**config.mk**
```make
export PLATFORM = sky130hd
export DESIGN_NAME = rs_top
export DESIGN_NICKNAME = d
export VERILOG_FILES = /design/src/verilog/rs_pkg.sv /design/src/verilog/rs_top.sv /design/src/verilog/issue_latch.sv /design/src/verilog/rs_table.sv /design/src/verilog/prio_select.sv /design/src/verilog/tag_cam.sv /design/src/verilog/dispatch_stage.sv
export VERILOG_INCLUDE_DIRS = /design/src /design/src/verilog
export SDC_FILE = /design/constraint.sdc
export NUM_CORES = 1
export LEC_CHECK = 0
export CORE_MARGIN = 4
export CORE_UTILIZATION = 45
export CTS_CLUSTER_SIZE = 30
export DETAILED_ROUTE_END_ITERATION = 16
export DONT_BUFFER_PORTS = 1
export HOLD_SLACK_MARGIN = 0.03
export PLACE_DENSITY = 0.62
export SLEW_MARGIN = 25
export SYNTH_ARGS = -nofsm -noshare
export SYNTH_HDL_FRONTEND = slang
export SYNTH_SLANG_ARGS = --single-unit
```
**constraint.sdc**
```tcl
create_clock -name clock -period 6.8 [get_ports clock]
set_clock_uncertainty 0.15 [all_clocks]
set_input_delay 0 -clock clock [delete_from_list [all_inputs] [get_ports clock]]
set_output_delay 0 -clock clock [all_outputs]
set_load 0.02 [all_outputs]
```
**src/verilog/rs_defines.svh**
```systemverilog
// Reservation station sizing
// Table depth, physical tag width, opcode width and the null source tag

`ifndef RS_DEFINES_SVH
`define RS_DEFINES_SVH

// Number of waiting entries in the issue window
`define RS_SIZE 8

// Physical register tag width
`define TAG_W 6

// Opcode field carried to the units
`define OP_W 4

// Tag zero means the operand has no source register
`define NO_TAG {`TAG_W{1'b0}}

`endif
```
**src/verilog/rs_pkg.sv**
```systemverilog
// Reservation station types
// Dispatched instruction, table entry and the per-class issue packets

`include "rs_defines.svh"

package rs_pkg;

	typedef enum logic {
		CLASS_ALU = 1'b0,
		CLASS_MEM = 1'b1
	} fu_class_t;

	// Instruction as it leaves rename
	typedef struct packed {
		fu_class_t         fu_class;
		logic [`OP_W-1:0]  opcode;
		logic [`TAG_W-1:0] dest;
		logic [`TAG_W-1:0] src1;
		logic [`TAG_W-1:0] src2;
		logic              src1_rdy;
		logic              src2_rdy;
	} disp_inst_t;

	typedef struct packed {
		logic       busy;
		disp_inst_t inst;
	} rs_entry_t;

	typedef struct packed {
		logic [`OP_W-1:0]  opcode;
		logic [`TAG_W-1:0] dest;
	} alu_issue_t;

	// Loads and stores only need the direction and the result tag
	typedef struct packed {
		logic              is_store;
		logic [`TAG_W-1:0] dest;
	} mem_issue_t;

endpackage

```
**src/verilog/rs_top.sv**
```systemverilog
// Issue window top level
// Dispatch register, reservation table and the ALU and MEM issue registers

`timescale 1ns/100ps
`include "rs_defines.svh"

module rs_top (
	input  logic               clock,
	input  logic               rst_n,
	input  logic               flush,
	input  logic               dispatch_valid,
	input  rs_pkg::disp_inst_t dispatch_inst,
	input  logic               cdb_valid,
	input  logic [`TAG_W-1:0]  cdb_tag,
	input  logic               lsq_busy,
	output logic               rs_full,
	output logic               alu_issue_valid,
	output rs_pkg::alu_issue_t alu_issue,
	output logic               mem_issue_valid,
	output rs_pkg::mem_issue_t mem_issue
);

	import rs_pkg::*;

	logic       stage_valid;
	disp_inst_t stage_inst;
	logic       alu_grant_valid;
	rs_entry_t  alu_grant_entry;
	logic       mem_grant_valid;
	rs_entry_t  mem_grant_entry;
	alu_issue_t alu_payload;
	mem_issue_t mem_payload;

	dispatch_stage dispatch_stage_inst (
		.clock          (clock),
		.rst_n          (rst_n),
		.flush          (flush),
		.dispatch_valid (dispatch_valid),
		.dispatch_inst  (dispatch_inst),
		.cdb_valid      (cdb_valid),
		.cdb_tag        (cdb_tag),
		.stage_valid    (stage_valid),
		.stage_inst     (stage_inst)
	);

	rs_table rs_table_inst (
		.clock           (clock),
		.rst_n           (rst_n),
		.flush           (flush),
		.stage_valid     (stage_valid),
		.stage_inst      (stage_inst),
		.cdb_valid       (cdb_valid),
		.cdb_tag         (cdb_tag),
		.lsq_busy        (lsq_busy),
		.rs_full         (rs_full),
		.alu_grant_valid (alu_grant_valid),
		.alu_grant_entry (alu_grant_entry),
		.mem_grant_valid (mem_grant_valid),
		.mem_grant_entry (mem_grant_entry)
	);

	// Class packet formatting
	assign alu_payload.opcode   = alu_grant_entry.inst.opcode;
	assign alu_payload.dest     = alu_grant_entry.inst.dest;
	// Opcode bit 0 selects store over load
	assign mem_payload.is_store = mem_grant_entry.inst.opcode[0];
	assign mem_payload.dest     = mem_grant_entry.inst.dest;

	issue_latch #(.payload_t(alu_issue_t)) alu_latch (
		.clock         (clock),
		.rst_n         (rst_n),
		.flush         (flush),
		.in_valid      (alu_grant_valid),
		.in_payload    (alu_payload),
		.issue_valid   (alu_issue_valid),
		.issue_payload (alu_issue)
	);

	issue_latch #(.payload_t(mem_issue_t)) mem_latch (
		.clock         (clock),
		.rst_n         (rst_n),
		.flush         (flush),
		.in_valid      (mem_grant_valid),
		.in_payload    (mem_payload),
		.issue_valid   (mem_issue_valid),
		.issue_payload (mem_issue)
	);

endmodule

```
**src/verilog/issue_latch.sv**
```systemverilog
// Issue output register
// Holds one class's issue packet for a single cycle strobe

`timescale 1ns/100ps

module issue_latch #(
	parameter type payload_t = logic
) (
	input  logic     clock,
	input  logic     rst_n,
	input  logic     flush,
	input  logic     in_valid,
	input  payload_t in_payload,
	output logic     issue_valid,
	output payload_t issue_payload
);

	always_ff @(posedge clock or negedge rst_n) begin
		if (!rst_n) begin
			issue_valid <= 1'b0;
		end else begin
			// A flush kills a grant made in the same cycle
			issue_valid <= in_valid && !flush;
		end
	end

	always_ff @(posedge clock) begin
		if (in_valid) begin
			issue_payload <= in_payload;
		end
	end

endmodule

```
**src/verilog/rs_table.sv**
```systemverilog
// Reservation station table
// Holds waiting entries, merges result bus wakeups, allocates free slots
// and picks one ready entry per unit class each cycle

`timescale 1ns/100ps
`include "rs_defines.svh"

module rs_table (
	input  logic               clock,
	input  logic               rst_n,
	input  logic               flush,
	input  logic               stage_valid,
	input  rs_pkg::disp_inst_t stage_inst,
	input  logic               cdb_valid,
	input  logic [`TAG_W-1:0]  cdb_tag,
	input  logic               lsq_busy,
	output logic               rs_full,
	output logic               alu_grant_valid,
	output rs_pkg::rs_entry_t  alu_grant_entry,
	output logic               mem_grant_valid,
	output rs_pkg::rs_entry_t  mem_grant_entry
);

	import rs_pkg::*;

	localparam int CNT_W = $clog2(`RS_SIZE + 1);

	logic       [`RS_SIZE-1:0] slot_busy;
	disp_inst_t [`RS_SIZE-1:0] slot_inst;
	rs_entry_t  [`RS_SIZE-1:0] entries;
	rs_entry_t  [`RS_SIZE-1:0] woken;
	logic       [`RS_SIZE-1:0] src1_hit;
	logic       [`RS_SIZE-1:0] src2_hit;
	logic       [`RS_SIZE-1:0] alloc_gnt;
	logic       [`RS_SIZE-1:0] alu_req;
	logic       [`RS_SIZE-1:0] alu_gnt;
	logic       [`RS_SIZE-1:0] mem_req;
	logic       [`RS_SIZE-1:0] mem_gnt;
	logic       [CNT_W-1:0]    busy_cnt;
	disp_inst_t                write_inst;

	////////////////////////////////////////////////////////////////////////////
	// Wakeup
	////////////////////////////////////////////////////////////////////////////

	always_comb begin
		for (int i = 0; i < `RS_SIZE; i++) begin
			entries[i].busy = slot_busy[i];
			entries[i].inst = slot_inst[i];
		end
	end

	tag_cam tag_cam_inst (
		.entries   (entries),
		.cdb_valid (cdb_valid),
		.cdb_tag   (cdb_tag),
		.src1_hit  (src1_hit),
		.src2_hit  (src2_hit)
	);

	// Ready bits as seen after this cycle's broadcast
	always_comb begin
		for (int i = 0; i < `RS_SIZE; i++) begin
			woken[i]               = entries[i];
			woken[i].inst.src1_rdy = entries[i].inst.src1_rdy | src1_hit[i];
			woken[i].inst.src2_rdy = entries[i].inst.src2_rdy | src2_hit[i];
			alu_req[i] = woken[i].busy && woken[i].inst.src1_rdy &&
				woken[i].inst.src2_rdy && (woken[i].inst.fu_class == CLASS_ALU);
			mem_req[i] = woken[i].busy && woken[i].inst.src1_rdy &&
				woken[i].inst.src2_rdy && (woken[i].inst.fu_class == CLASS_MEM);
		end
	end

	////////////////////////////////////////////////////////////////////////////
	// Selection
	////////////////////////////////////////////////////////////////////////////

	prio_select #(.N(`RS_SIZE)) alloc_sel (
		.req (~slot_busy),
		.en  (stage_valid),
		.gnt (alloc_gnt)
	);

	prio_select #(.N(`RS_SIZE)) alu_sel (
		.req (alu_req),
		.en  (1'b1),
		.gnt (alu_gnt)
	);

	// Memory issue waits while the load/store queue is busy
	prio_select #(.N(`RS_SIZE)) mem_sel (
		.req (mem_req),
		.en  (!lsq_busy),
		.gnt (mem_gnt)
	);

	assign alu_grant_valid = |alu_gnt;
	assign mem_grant_valid = |mem_gnt;

	always_comb begin
		alu_grant_entry = '0;
		mem_grant_entry = '0;
		for (int i = 0; i < `RS_SIZE; i++) begin
			if (alu_gnt[i]) begin
				alu_grant_entry = woken[i];
			end
			if (mem_gnt[i]) begin
				mem_grant_entry = woken[i];
			end
		end
	end

	// Staged instruction also sees the broadcast on its way into a slot
	always_comb begin
		write_inst          = stage_inst;
		write_inst.src1_rdy = stage_inst.src1_rdy ||
			(cdb_valid && (stage_inst.src1 == cdb_tag));
		write_inst.src2_rdy = stage_inst.src2_rdy ||
			(cdb_valid && (stage_inst.src2 == cdb_tag));
	end

	// Full with one slot spare for the instruction held in dispatch
	always_comb begin
		busy_cnt = '0;
		for (int i = 0; i < `RS_SIZE; i++) begin
			busy_cnt = busy_cnt + CNT_W'(slot_busy[i]);
		end
	end

	assign rs_full = busy_cnt >= CNT_W'(`RS_SIZE - 1);

	////////////////////////////////////////////////////////////////////////////
	// State update
	////////////////////////////////////////////////////////////////////////////

	always_ff @(posedge clock or negedge rst_n) begin
		if (!rst_n) begin
			slot_busy <= '0;
		end else if (flush) begin
			slot_busy <= '0;
		end else begin
			slot_busy <= (slot_busy & ~alu_gnt & ~mem_gnt) | alloc_gnt;
		end
	end

	always_ff @(posedge clock) begin
		for (int i = 0; i < `RS_SIZE; i++) begin
			if (alloc_gnt[i]) begin
				slot_inst[i] <= write_inst;
			end else begin
				slot_inst[i] <= woken[i].inst;
			end
		end
	end

endmodule

```
**src/verilog/prio_select.sv**
```systemverilog
// Fixed priority selector
// One-hot grant to the lowest-index request while enabled

`timescale 1ns/100ps

module prio_select #(
	parameter int N = 8
) (
	input  logic [N-1:0] req,
	input  logic         en,
	output logic [N-1:0] gnt
);

	always_comb begin
		logic taken;
		taken = 1'b0;
		gnt   = '0;
		if (en) begin
			for (int i = 0; i < N; i++) begin
				if (req[i] && !taken) begin
					gnt[i] = 1'b1;
					taken  = 1'b1;
				end
			end
		end
	end

endmodule

```
**src/verilog/tag_cam.sv**
```systemverilog
// Result bus tag match
// Compares the broadcast tag with both source tags of every busy entry

`timescale 1ns/100ps
`include "rs_defines.svh"

module tag_cam (
	input  rs_pkg::rs_entry_t [`RS_SIZE-1:0] entries,
	input  logic                             cdb_valid,
	input  logic [`TAG_W-1:0]                cdb_tag,
	output logic [`RS_SIZE-1:0]              src1_hit,
	output logic [`RS_SIZE-1:0]              src2_hit
);

	always_comb begin
		src1_hit = '0;
		src2_hit = '0;
		if (cdb_valid) begin
			for (int i = 0; i < `RS_SIZE; i++) begin
				// Idle slots never match
				src1_hit[i] = entries[i].busy &&
					(entries[i].inst.src1 == cdb_tag);
				src2_hit[i] = entries[i].busy &&
					(entries[i].inst.src2 == cdb_tag);
			end
		end
	end

endmodule

```
**src/verilog/dispatch_stage.sv**
```systemverilog
// Dispatch input register
// Captures one instruction per cycle and marks operands ready
// when they have no source or are broadcast in the same cycle

`timescale 1ns/100ps
`include "rs_defines.svh"

module dispatch_stage (
	input  logic               clock,
	input  logic               rst_n,
	input  logic               flush,
	input  logic               dispatch_valid,
	input  rs_pkg::disp_inst_t dispatch_inst,
	input  logic               cdb_valid,
	input  logic [`TAG_W-1:0]  cdb_tag,
	output logic               stage_valid,
	output rs_pkg::disp_inst_t stage_inst
);

	logic src1_wake;
	logic src2_wake;

	// Same-cycle wakeup so a broadcast during dispatch is not missed
	assign src1_wake = (dispatch_inst.src1 == `NO_TAG) ||
		(cdb_valid && (dispatch_inst.src1 == cdb_tag));
	assign src2_wake = (dispatch_inst.src2 == `NO_TAG) ||
		(cdb_valid && (dispatch_inst.src2 == cdb_tag));

	always_ff @(posedge clock or negedge rst_n) begin
		if (!rst_n) begin
			stage_valid <= 1'b0;
		end else begin
			stage_valid <= dispatch_valid && !flush;
		end
	end

	always_ff @(posedge clock) begin
		if (dispatch_valid) begin
			stage_inst          <= dispatch_inst;
			stage_inst.src1_rdy <= dispatch_inst.src1_rdy | src1_wake;
			stage_inst.src2_rdy <= dispatch_inst.src2_rdy | src2_wake;
		end
	end

endmodule

```
==> Word level (Yosys, flattened, before mapping) <==
Cells that the tools add are included.
{ "totals": {"register_bits": 253, "latch_bits": 0, "ram_bits": 0, "romBits": 0, "input_bits": 37, "elab_cells": 322, "mem_count": 0} }
{ "classes": {"n_addsub": 7, "multipliers": 0, "n_div": 0, "magnitude_cmp": 1, "eq_ne": 20, "shift": 0, "muxes": 85, "bitwise_logic": 32, "n_reduce_logical": 106} }
{ "op_table": {"columns": ["cell", "n"], "rows": [
  ["$mux 24", 8],
  ["$mux 21", 8],
  ["$eq 6x6->1", 20],
  ["$logic_and 1x1->1", 76],
  ["$mux 1", 56],
  ["$mux 8", 5],
  ["$not 8->8", 3],
  ["$logic_not 1->1", 22],
  ["$add 4x1->4", 5],
  ["$or 1x1->1", 18],
  ["$and 8x8->8", 2],
  ["$mux 2", 8],
  ["$reduce_or 8->1", 2],
  ["$logic_not 6->1", 2],
  ["$not 1->1", 8],
  ["$or 8x8->8", 1],
  ["$ge 4x3->1 const B", 1],
  ["$logic_or 1x1->1", 4],
  ["$add 2x1->3", 1],
  ["$add 1x1->2", 1]
]} }

==> Logic depth before layout (Yosys ltp) <==
Gate-level depths: netlist of the first run.
{ "depth": {"word_depth": 45, "mapped_depth": 11, "depth_no_buf": 11} }

==> By module <==
From an unflattened synthesis of the first run, not the netlist that was laid out.
{ "unflattened": {"cells_unflattened": 1198, "area_unflattened_um2": 13280.2} }
{ "by_module_without_submodules": {"columns": ["mod", "n_inst", "cells_each", "area_each_um2"], "rows": [
  ["rs_table", 1, 944, 10257.3],
  ["tag_cam", 1, 148, 1172.4],
  ["dispatch_stage", 1, 49, 962.2],
  ["issue_latch at alu_latch", 1, 12, 339.1],
  ["prio_select", 3, 12, 100.1],
  ["issue_latch at mem_latch", 1, 9, 249.0]
]} }

==> Worst setup path before layout of the first run <==
OpenSTA, ideal clock, no wires.
{ "synth_path": {"path_type": "reg-to-reg", "from": "register rs_table_inst.slot_busy[0]", "to": "register rs_table_inst.slot_inst, in the netlist rs_table_inst.entries[183]", "setup_ns": 0.139, "t_arrival_ns": 3.259, "setup_slack_ns": 3.253, "path_stages_with_launch": 9, "n_path_buf": 1, "period_less_slack_ns": 3.547, "path_cell_list": "dfrtp_1 > clkbuf_1 > nand4_1 > nor2_1 > nand3_1 > nor3_1 > inv_1 > o21ai_0 > o21ai_0"} }
{ "synth_between": {"elab_chain_cells": 32} }
{ "synth_rtl": {"columns": ["item", "line_no", "text"], "rows": [
  ["start, declared", "rs_table.sv:28", "logic [`RS_SIZE-1:0] slot_busy;"],
  ["start signal, assigned", "rs_table.sv:142", "slot_busy <= (slot_busy & ~alu_gnt & ~mem_gnt) | alloc_gnt;"],
  ["$not 8->8 *", "rs_table.sv:79", ".req (~slot_busy),"],
  ["$mux 1 *", "prio_select.sv:20", "if (req[i] && !taken) begin"],
  ["$mux 1 *", "prio_select.sv:18", "if (en) begin"],
  ["$logic_not 1->1", "prio_select.sv:20", null],
  ["$logic_and 1x1->1", "prio_select.sv:20", null],
  ["$mux 1 *", "prio_select.sv:20", null],
  ["$mux 1 *", "prio_select.sv:18", null],
  ["$logic_not 1->1", "prio_select.sv:20", null],
  ["(+17 left out)", null, null],
  ["$mux 1 *", "prio_select.sv:20", null],
  ["$mux 1 *", "prio_select.sv:18", null],
  ["$logic_not 1->1 *", "prio_select.sv:20", null],
  ["$logic_and 1x1->1 *", "prio_select.sv:20", null],
  ["$mux 1 *", "prio_select.sv:20", null],
  ["$mux 8 *", "prio_select.sv:18", null],
  ["net rs_table_inst.alloc_gnt[7]", "rs_table.sv:34", "logic [`RS_SIZE-1:0] alloc_gnt;"],
  ["$mux 2 *", "rs_table.sv:148", "if (alloc_gnt[i]) begin"],
  ["end signal, assigned by index", "rs_table.sv:149", "slot_inst[i] <= write_inst;"],
  ["end signal, assigned by index", "rs_table.sv:151", "slot_inst[i] <= woken[i].inst;"],
  ["end, declared", "rs_table.sv:29", "disp_inst_t [`RS_SIZE-1:0] slot_inst;"]
]} }
Mark *: on every way through the listed nets, which the timed path passes. The rest lies on a longest branch. The select of a mux whose other input is x is not followed.
A chain may end at the register's enable or synchronous reset.

==> results.py, run 1 <==
metrics = {
    "run_status": {
        "status": "complete, but fails checks",
        "violations": "hold timing",
    },
    "layout": {
        "multi_input_area_um2": 3422,
        "diodes": 0,
        "stdcell_area_um2": 13050,
        "area_growth_pct": 17.44,
        "nets": 913,
        "utilization": 0.5367,
        "nFillCells": 1939,
        "ff_latch_area_um2": 7382,
        "fin_cells": 1212,
        "drive_gt1_frac": 0.07770,
    },
    "clock_tree": {
        "numCtsBuffers": 25,
        "post_cts_buffers": 0,
        "cts_tree": "yes",
        "cts_buffer_depth": 3,
        "clkSinkCount": 253,
        "clk_pin_slew_ns": 0.06,
        "htreeDepth": 1,
        "root_buffer": "clkbuf_16",
        "clkLatencyLatePin_ns": 0.53,
    },
    "floorplan": {
        "die_w_um": 165.2,
        "start_util": 0.4570,
        "die_area_um2": 27270,
        "io_pins": 57,
        "fp-row-count": 57,
        "die-height_um": 165.2,
        "core_region_area_um2": 24320,
    },
    "timing": {
        "tightest_slew_ns": 1.014,
        "slew_viol_final": 0,
        "max_freq_mhz": 231.7,
        "hold_violations": 1,
        "setup-violations-final": 0,
        "relSlewSlack": 0.3216,
        "rsz0062_at_grt": "false",
        "fin_ws_ns": 2.483,
        "fin_crit_sh": 0.6348,
        "holdWs_ns": -0.005445,
        "period_needed_ns": 4.317,
        "tns_ns": 0,
    },
    "logic_synthesis": {
        "ys_async_sr_fraction": 0.04348,
        "synthTopCellsByCount": "edfxtp_1, xor2_1, xnor2_1, nor2_1, nand2_1",
        "yosysTopAreaCellShare": 0.6107,
        "syn-instance-count": 787,
        "avgSynthCellArea_um2": 14.12,
        "yosysWarnings": 0,
        "synth_top_area_cell": "edfxtp_1",
        "synth_most_common_cell": "edfxtp_1",
        "ys_types": 70,
        "ys_ff_latch": 253,
        "syn_nets": 831,
        "syn_area_um2": 11110,
        "synth-seq-area-share": 0.6643,
        "synth-edff-count": 226,
        "synth_area_leaders": "edfxtp_1, xor2_1, xnor2_1",
        "ys.flop_type": "edfxtp_1",
    },
    "setup_path": {
        "critPathArrivalTime_ns": 4.53,
        "worst_setup_path_end_kind": "register",
        "slowest_delay_ns": 0.58,
        "crit_family": "simple AND/OR/NAND/NOR gates",
        "start_kind": "register",
        "startpoint": "rs_table_inst.entries[32]",
        "cp_max_fo": 15,
        "slowest_stage": "nand4b_1",
        "crit_type": "reg -> reg",
        "path_cells": "xnor2_1 > dlygate4sd3_1 > nand2_1 > o31a_1 > or3_1 > nor4b_2 > nand4b_1 > and2_1 > a21oi_1",
        "required_ns": 7.02,
        "rr_startpoint": "rs_table_inst.entries[32]",
        "path_buf_inv": 1,
    },
    "power_and_ir_drop": {
        "cellPowerDensity_nw_per_um2": 255.9,
        "irDropWorstVdd_mv": 0.1815,
        "power_mw": 3.340,
        "cellLeakagePower_nw": 4.362,
    },
    "place": {
        "numPlacedInstances": 1086,
        "dp_worst_setup_slack_ns": 2.909,
        "place.gp.congestion": 0.9188,
        "port_buffers": 0,
        "placed_area_um2": 11390,
        "dp_hpwl_um": 18210,
    },
    "routing": {
        "antenna_left": 0,
        "vias": 7255,
        "maxUsedRoutingLayer": "met4",
        "dr.pass1.iters": 5,
        "drcViolationCount": 0,
        "first_iter_violations": 947,
        "wl_met2_um": 13680,
        "wl_per_cell_um": 24.31,
        "wl_met1_um": 12420,
        "wl_um": 29470,
        "route.met3.wl_um": 2585,
        "vias_per_cell": 5.986,
    },
    "run": {
        "cap_violations": 0,
    },
    "global_route": {
        "antenna_found_initial": 0,
        "gr-total-overflow": 0,
        "grt_pass1_vias": 7218,
        "grt_max_degree": 29,
        "grt_usage": 0.2182,
        "grt_pass1_wl_um": 44730,
    },
    "min_path": {
        "min_from": "cdb_tag[1]",
        "hold_path_class": "in -> reg",
    },
}
==> final cells by class <==
type	count	area share
Multi-Input combinational cell	469	0.2622
Sequential cell	253	0.5656
Tap cell	324	0.03106
Inverter	31	0.008916
Clock buffer	33	0.05023
Clock inverter	13	0.01083
Timing Repair Buffer	89	0.07113
==> power by group <==
part | switching [mW] | internal [mW]
Sequential | 0.0519 | 1.74
Clock | 0.562 | 0.792
Combinational | 0.110 | 0.0850
Total | 0.724 | 2.62
==> metal layers <==
layer	GRT usage	up-vias
met5	0	-
met4	0.06730	0
met3	0.03897	63
met2	0.3376	352
met1	0.3163	3643
li1	-	3197
==> final timing paths <==
kind	endpoint	slack, ns	cells past startpoint
max	alu_latch.issue_payload[2]	2.48	9
min	rs_table_inst.entries[0]	-0.005	5
max reg2reg	alu_latch.issue_payload[2]	2.48	9
min reg2reg	rs_table_inst.entries[26]	0.37	2
max in group asynchronous	rs_table_inst.slot_busy[1]	5.68	2
min in group asynchronous	rs_table_inst.slot_busy[6]	0.36	2
==> cells in the final DEF (no fill, tap or decap), types with 9 or more instances in the layout <==
master           n
edfxtp_1       226
dlygate4sd3_1   74
xor2_1          65
xnor2_1         55
nor2_1          36
nand2_1         32
inv_1           31
a21oi_1         28
clkbuf_16       25
nor3_1          20
o22ai_1         20
nand3_1         18
dfxtp_1         16
nor4_1          14
o21ai_0         14
or3_1           13
a311oi_1        12
dfrtp_1         11
nor4b_1         10
o221ai_1        10
buf_4            9
==> logic make-up (layout without fill, tap and decap cells) <==
group / after synthesis / count (layout) / synth area share
simple gates: 194 / 194 / 0.09930
flops: 253 / 253 / 0.6643
fa+ha+maj: 7 / 7 / 0.01058
compound gates: 142 / 142 / 0.09367
xor+xnor: 120 / 120 / 0.09457
mux: 6 / 6 / 0.005404
buf+inv: 65 / 166 / 0.03220
==> sequential cells by signal, indices dropped and copies added, names as in the netlist <==
| register | cells |
|---|---|
| mem_latch.issue_valid | 1 |
| mem_latch.issue_payload | 7 |
| alu_latch.issue_valid | 1 |
| dispatch_stage_inst.stage_valid | 1 |
| dispatch_stage_inst.stage_inst | 25 |
| rs_table_inst.entries | 200 |
| rs_table_inst.slot_busy | 8 |
| alu_latch.issue_payload | 10 |
==> worst reg2reg max path, stage by stage, from the launching register on <==
cell	delay, ns
edfxtp_1	0.38
xnor2_1	0.13
dlygate4sd3_1	0.55
nand2_1	0.10
o31a_1	0.47
or3_1	0.54
nor4b_2	0.57
nand4b_1	0.58
and2_1	0.49
a21oi_1	0.20
==> repair_timing <==
item | 4_1_cts | 5_1_grt
endpoints found under the hold margin | 88 | 5
hold buffers | 78 | 2
resized for setup | 0 | 0
Note: power is estimated with default switching activity, not from simulation.
==> run 2, diff against run 1 <==
==> constraint.sdc (replaced) <==
create_clock -name clock -period 4.2 [get_ports clock]
set_clock_uncertainty 0.15 [all_clocks]
set_input_delay 0 -clock clock [delete_from_list [all_inputs] [get_ports clock]]
set_output_delay 0 -clock clock [all_outputs]
set_load 0.02 [all_outputs]
==> run 2 against run 1 <==
Effect of this change: the run now ends clean; non-clock buffer count shrank 5; setup slack lost 2.3 ns; via count is essentially flat; wire length grew 0.94%; sequential power grew 62%; highest routed layer unchanged.
==> results.py, run 2 (synthesized netlist as in run 1, its figures left out) <==
metrics = {
    "timing": {
        "slew_viol_final": 0,
        "tns_ns": 0,
        "hold_violations": 0,
        "setup-violations-final": 0,
        "tightest_slew_ns": 1.063,
        "max_freq_mhz": 249.4,
        "period_needed_ns": 4.010,
        "holdWs_ns": 0.04569,
        "relSlewSlack": 0.2910,
        "fin_crit_sh": 0.9548,
    },
    "global_route": {
        "gr-total-overflow": 0,
        "grt_max_degree": 27,
        "grt_usage": 0.2195,
        "grt_pass1_vias": 7174,
        "antenna_found_initial": 0,
        "grt_pass1_wl_um": 44820,
    },
    "layout": {
        "drive_gt1_frac": 0.1020,
        "largest_register_ff_count": 200,
        "utilization": 0.5317,
        "nFillCells": 1918,
        "nets": 908,
        "area_growth_pct": 16.36,
        "diodes": 0,
        "mostFrequentLayoutCells": "edfxtp_1, xor2_1, xnor2_1, dlygate4sd3_1, nor2_1",
        "final_common_cell": "edfxtp_1",
    },
    "clock_tree": {
        "htreeDepth": 1,
        "numCtsBuffers": 25,
        "root_buffer": "clkbuf_16",
        "cts_tree": "yes",
        "clk_pin_slew_ns": 0.06,
        "clkLatencyLatePin_ns": 0.52,
        "cts_buffer_depth": 3,
        "clkSinkCount": 253,
    },
    "place": {
        "port_buffers": 0,
        "dp_hpwl_um": 18730,
        "place.gp.congestion": 0.8713,
    },
    "setup_path": {
        "required_ns": 4.05,
        "cp_max_fo": 5,
        "worst_setup_path_end_kind": "output pin",
        "crit_type": "reg -> out",
        "start_kind": "register",
        "critPathArrivalTime_ns": 3.86,
        "reg2reg_depth": 8,
    },
    "run": {
        "cap_violations": 0,
    },
    "power_and_ir_drop": {
        "cellLeakagePower_nw": 4.375,
        "power_mw": 5.401,
        "cellPowerDensity_nw_per_um2": 417.7,
        "irDropWorstVdd_mv": 0.3836,
    },
    "routing": {
        "drcViolationCount": 0,
        "antenna_left": 0,
        "vias_per_cell": 6.020,
        "wl_per_cell_um": 24.67,
        "vias": 7260,
        "first_iter_violations": 973,
        "wl_um": 29750,
        "dr.pass1.iters": 5,
    },
    "floorplan": {
        "die_area_um2": 27270,
        "core_region_area_um2": 24320,
        "die-height_um": 165.2,
        "io_pins": 57,
        "start_util": 0.4570,
        "die_w_um": 165.2,
        "fp-row-count": 57,
    },
    "min_path": {
        "whs_path_depth": 5,
        "hold_path_class": "in -> reg",
    },
    "run_status": {
        "status": "complete, no violations",
    },
}
## run 2: report_power, final
| group | internal [mW] | switching (mW) | leakage, nW |
|---|---|---|---|
| clock network | 1.27 | 0.932 | 0.393 |
| registers | 2.82 | 0.0850 | 2.36 |
| logic | 0.124 | 0.172 | 1.62 |
| total | 4.21 | 1.19 | 4.37 |
## run 2: repair_timing
item,CTS,global route
resized for setup,0,6
buffers inserted,0,5
setup endpoints to repair,0,11
endpoints found under the hold margin,88,0
hold buffers,62,0
## run 2: final timing paths
path,start,endpoint,slack (ns)
max,rs_table_inst.slot_busy[0],rs_full,0.19
min,cdb_tag[2],rs_table_inst.entries[0],0.05
max reg2reg,rs_table_inst.slot_busy[1],alu_latch.issue_payload[6],0.44
min reg2reg,rs_table_inst.entries[53],rs_table_inst.entries[53],0.37
max in group asynchronous,rst_n,rs_table_inst.slot_busy[1],2.97
min in group asynchronous,rst_n,rs_table_inst.slot_busy[2],0.42
## run 2: area by class of cell
class | instances | area, µm² | share of cell area
Clock buffer | 32 | 681.9 | 0.05273
Clock inverter | 13 | 128.9 | 0.009966
Inverter | 31 | 116.4 | 0.008999
Multi-Input combinational cell | 469 | 3410 | 0.2637
Sequential cell | 253 | 7386 | 0.5712
Tap cell | 324 | 405.4 | 0.03135
Timing Repair Buffer | 84 | 803.3 | 0.06212
## run 2: metal layers
metal,GRT usage,part of all wire,vias to the layer above
met2,0.3484,0.47,384
met5,0,0,-
li1,-,-,3172
met1,0.3186,0.43,3647
met4,0.05784,0.025,0
met3,0.03326,0.083,57
## run 2: per-stage QoR
step	instance area, µm²	cells	setup WS, ns
finish	12930	1206	0.1897
global route	12930	1206	-0.0004134
CTS	12890	1201	0.02399
detailed placement	11440	1094	0.5161
global placement	11430	1094	0.5746
floorplan	11110	787	0.6526
## run 2: worst max-delay path: stages, from the launching register on
cell     delay [ns]
dfrtp_2        0.45
fa_1           0.54
inv_1          0.05
fa_1           0.49
fa_1           0.56
inv_1          0.04
ha_1           0.21
fa_1           0.51
nand2_1        0.05
o21ai_0        0.13
nand2_1        0.06
o21ai_0        0.07
buf_4          0.17
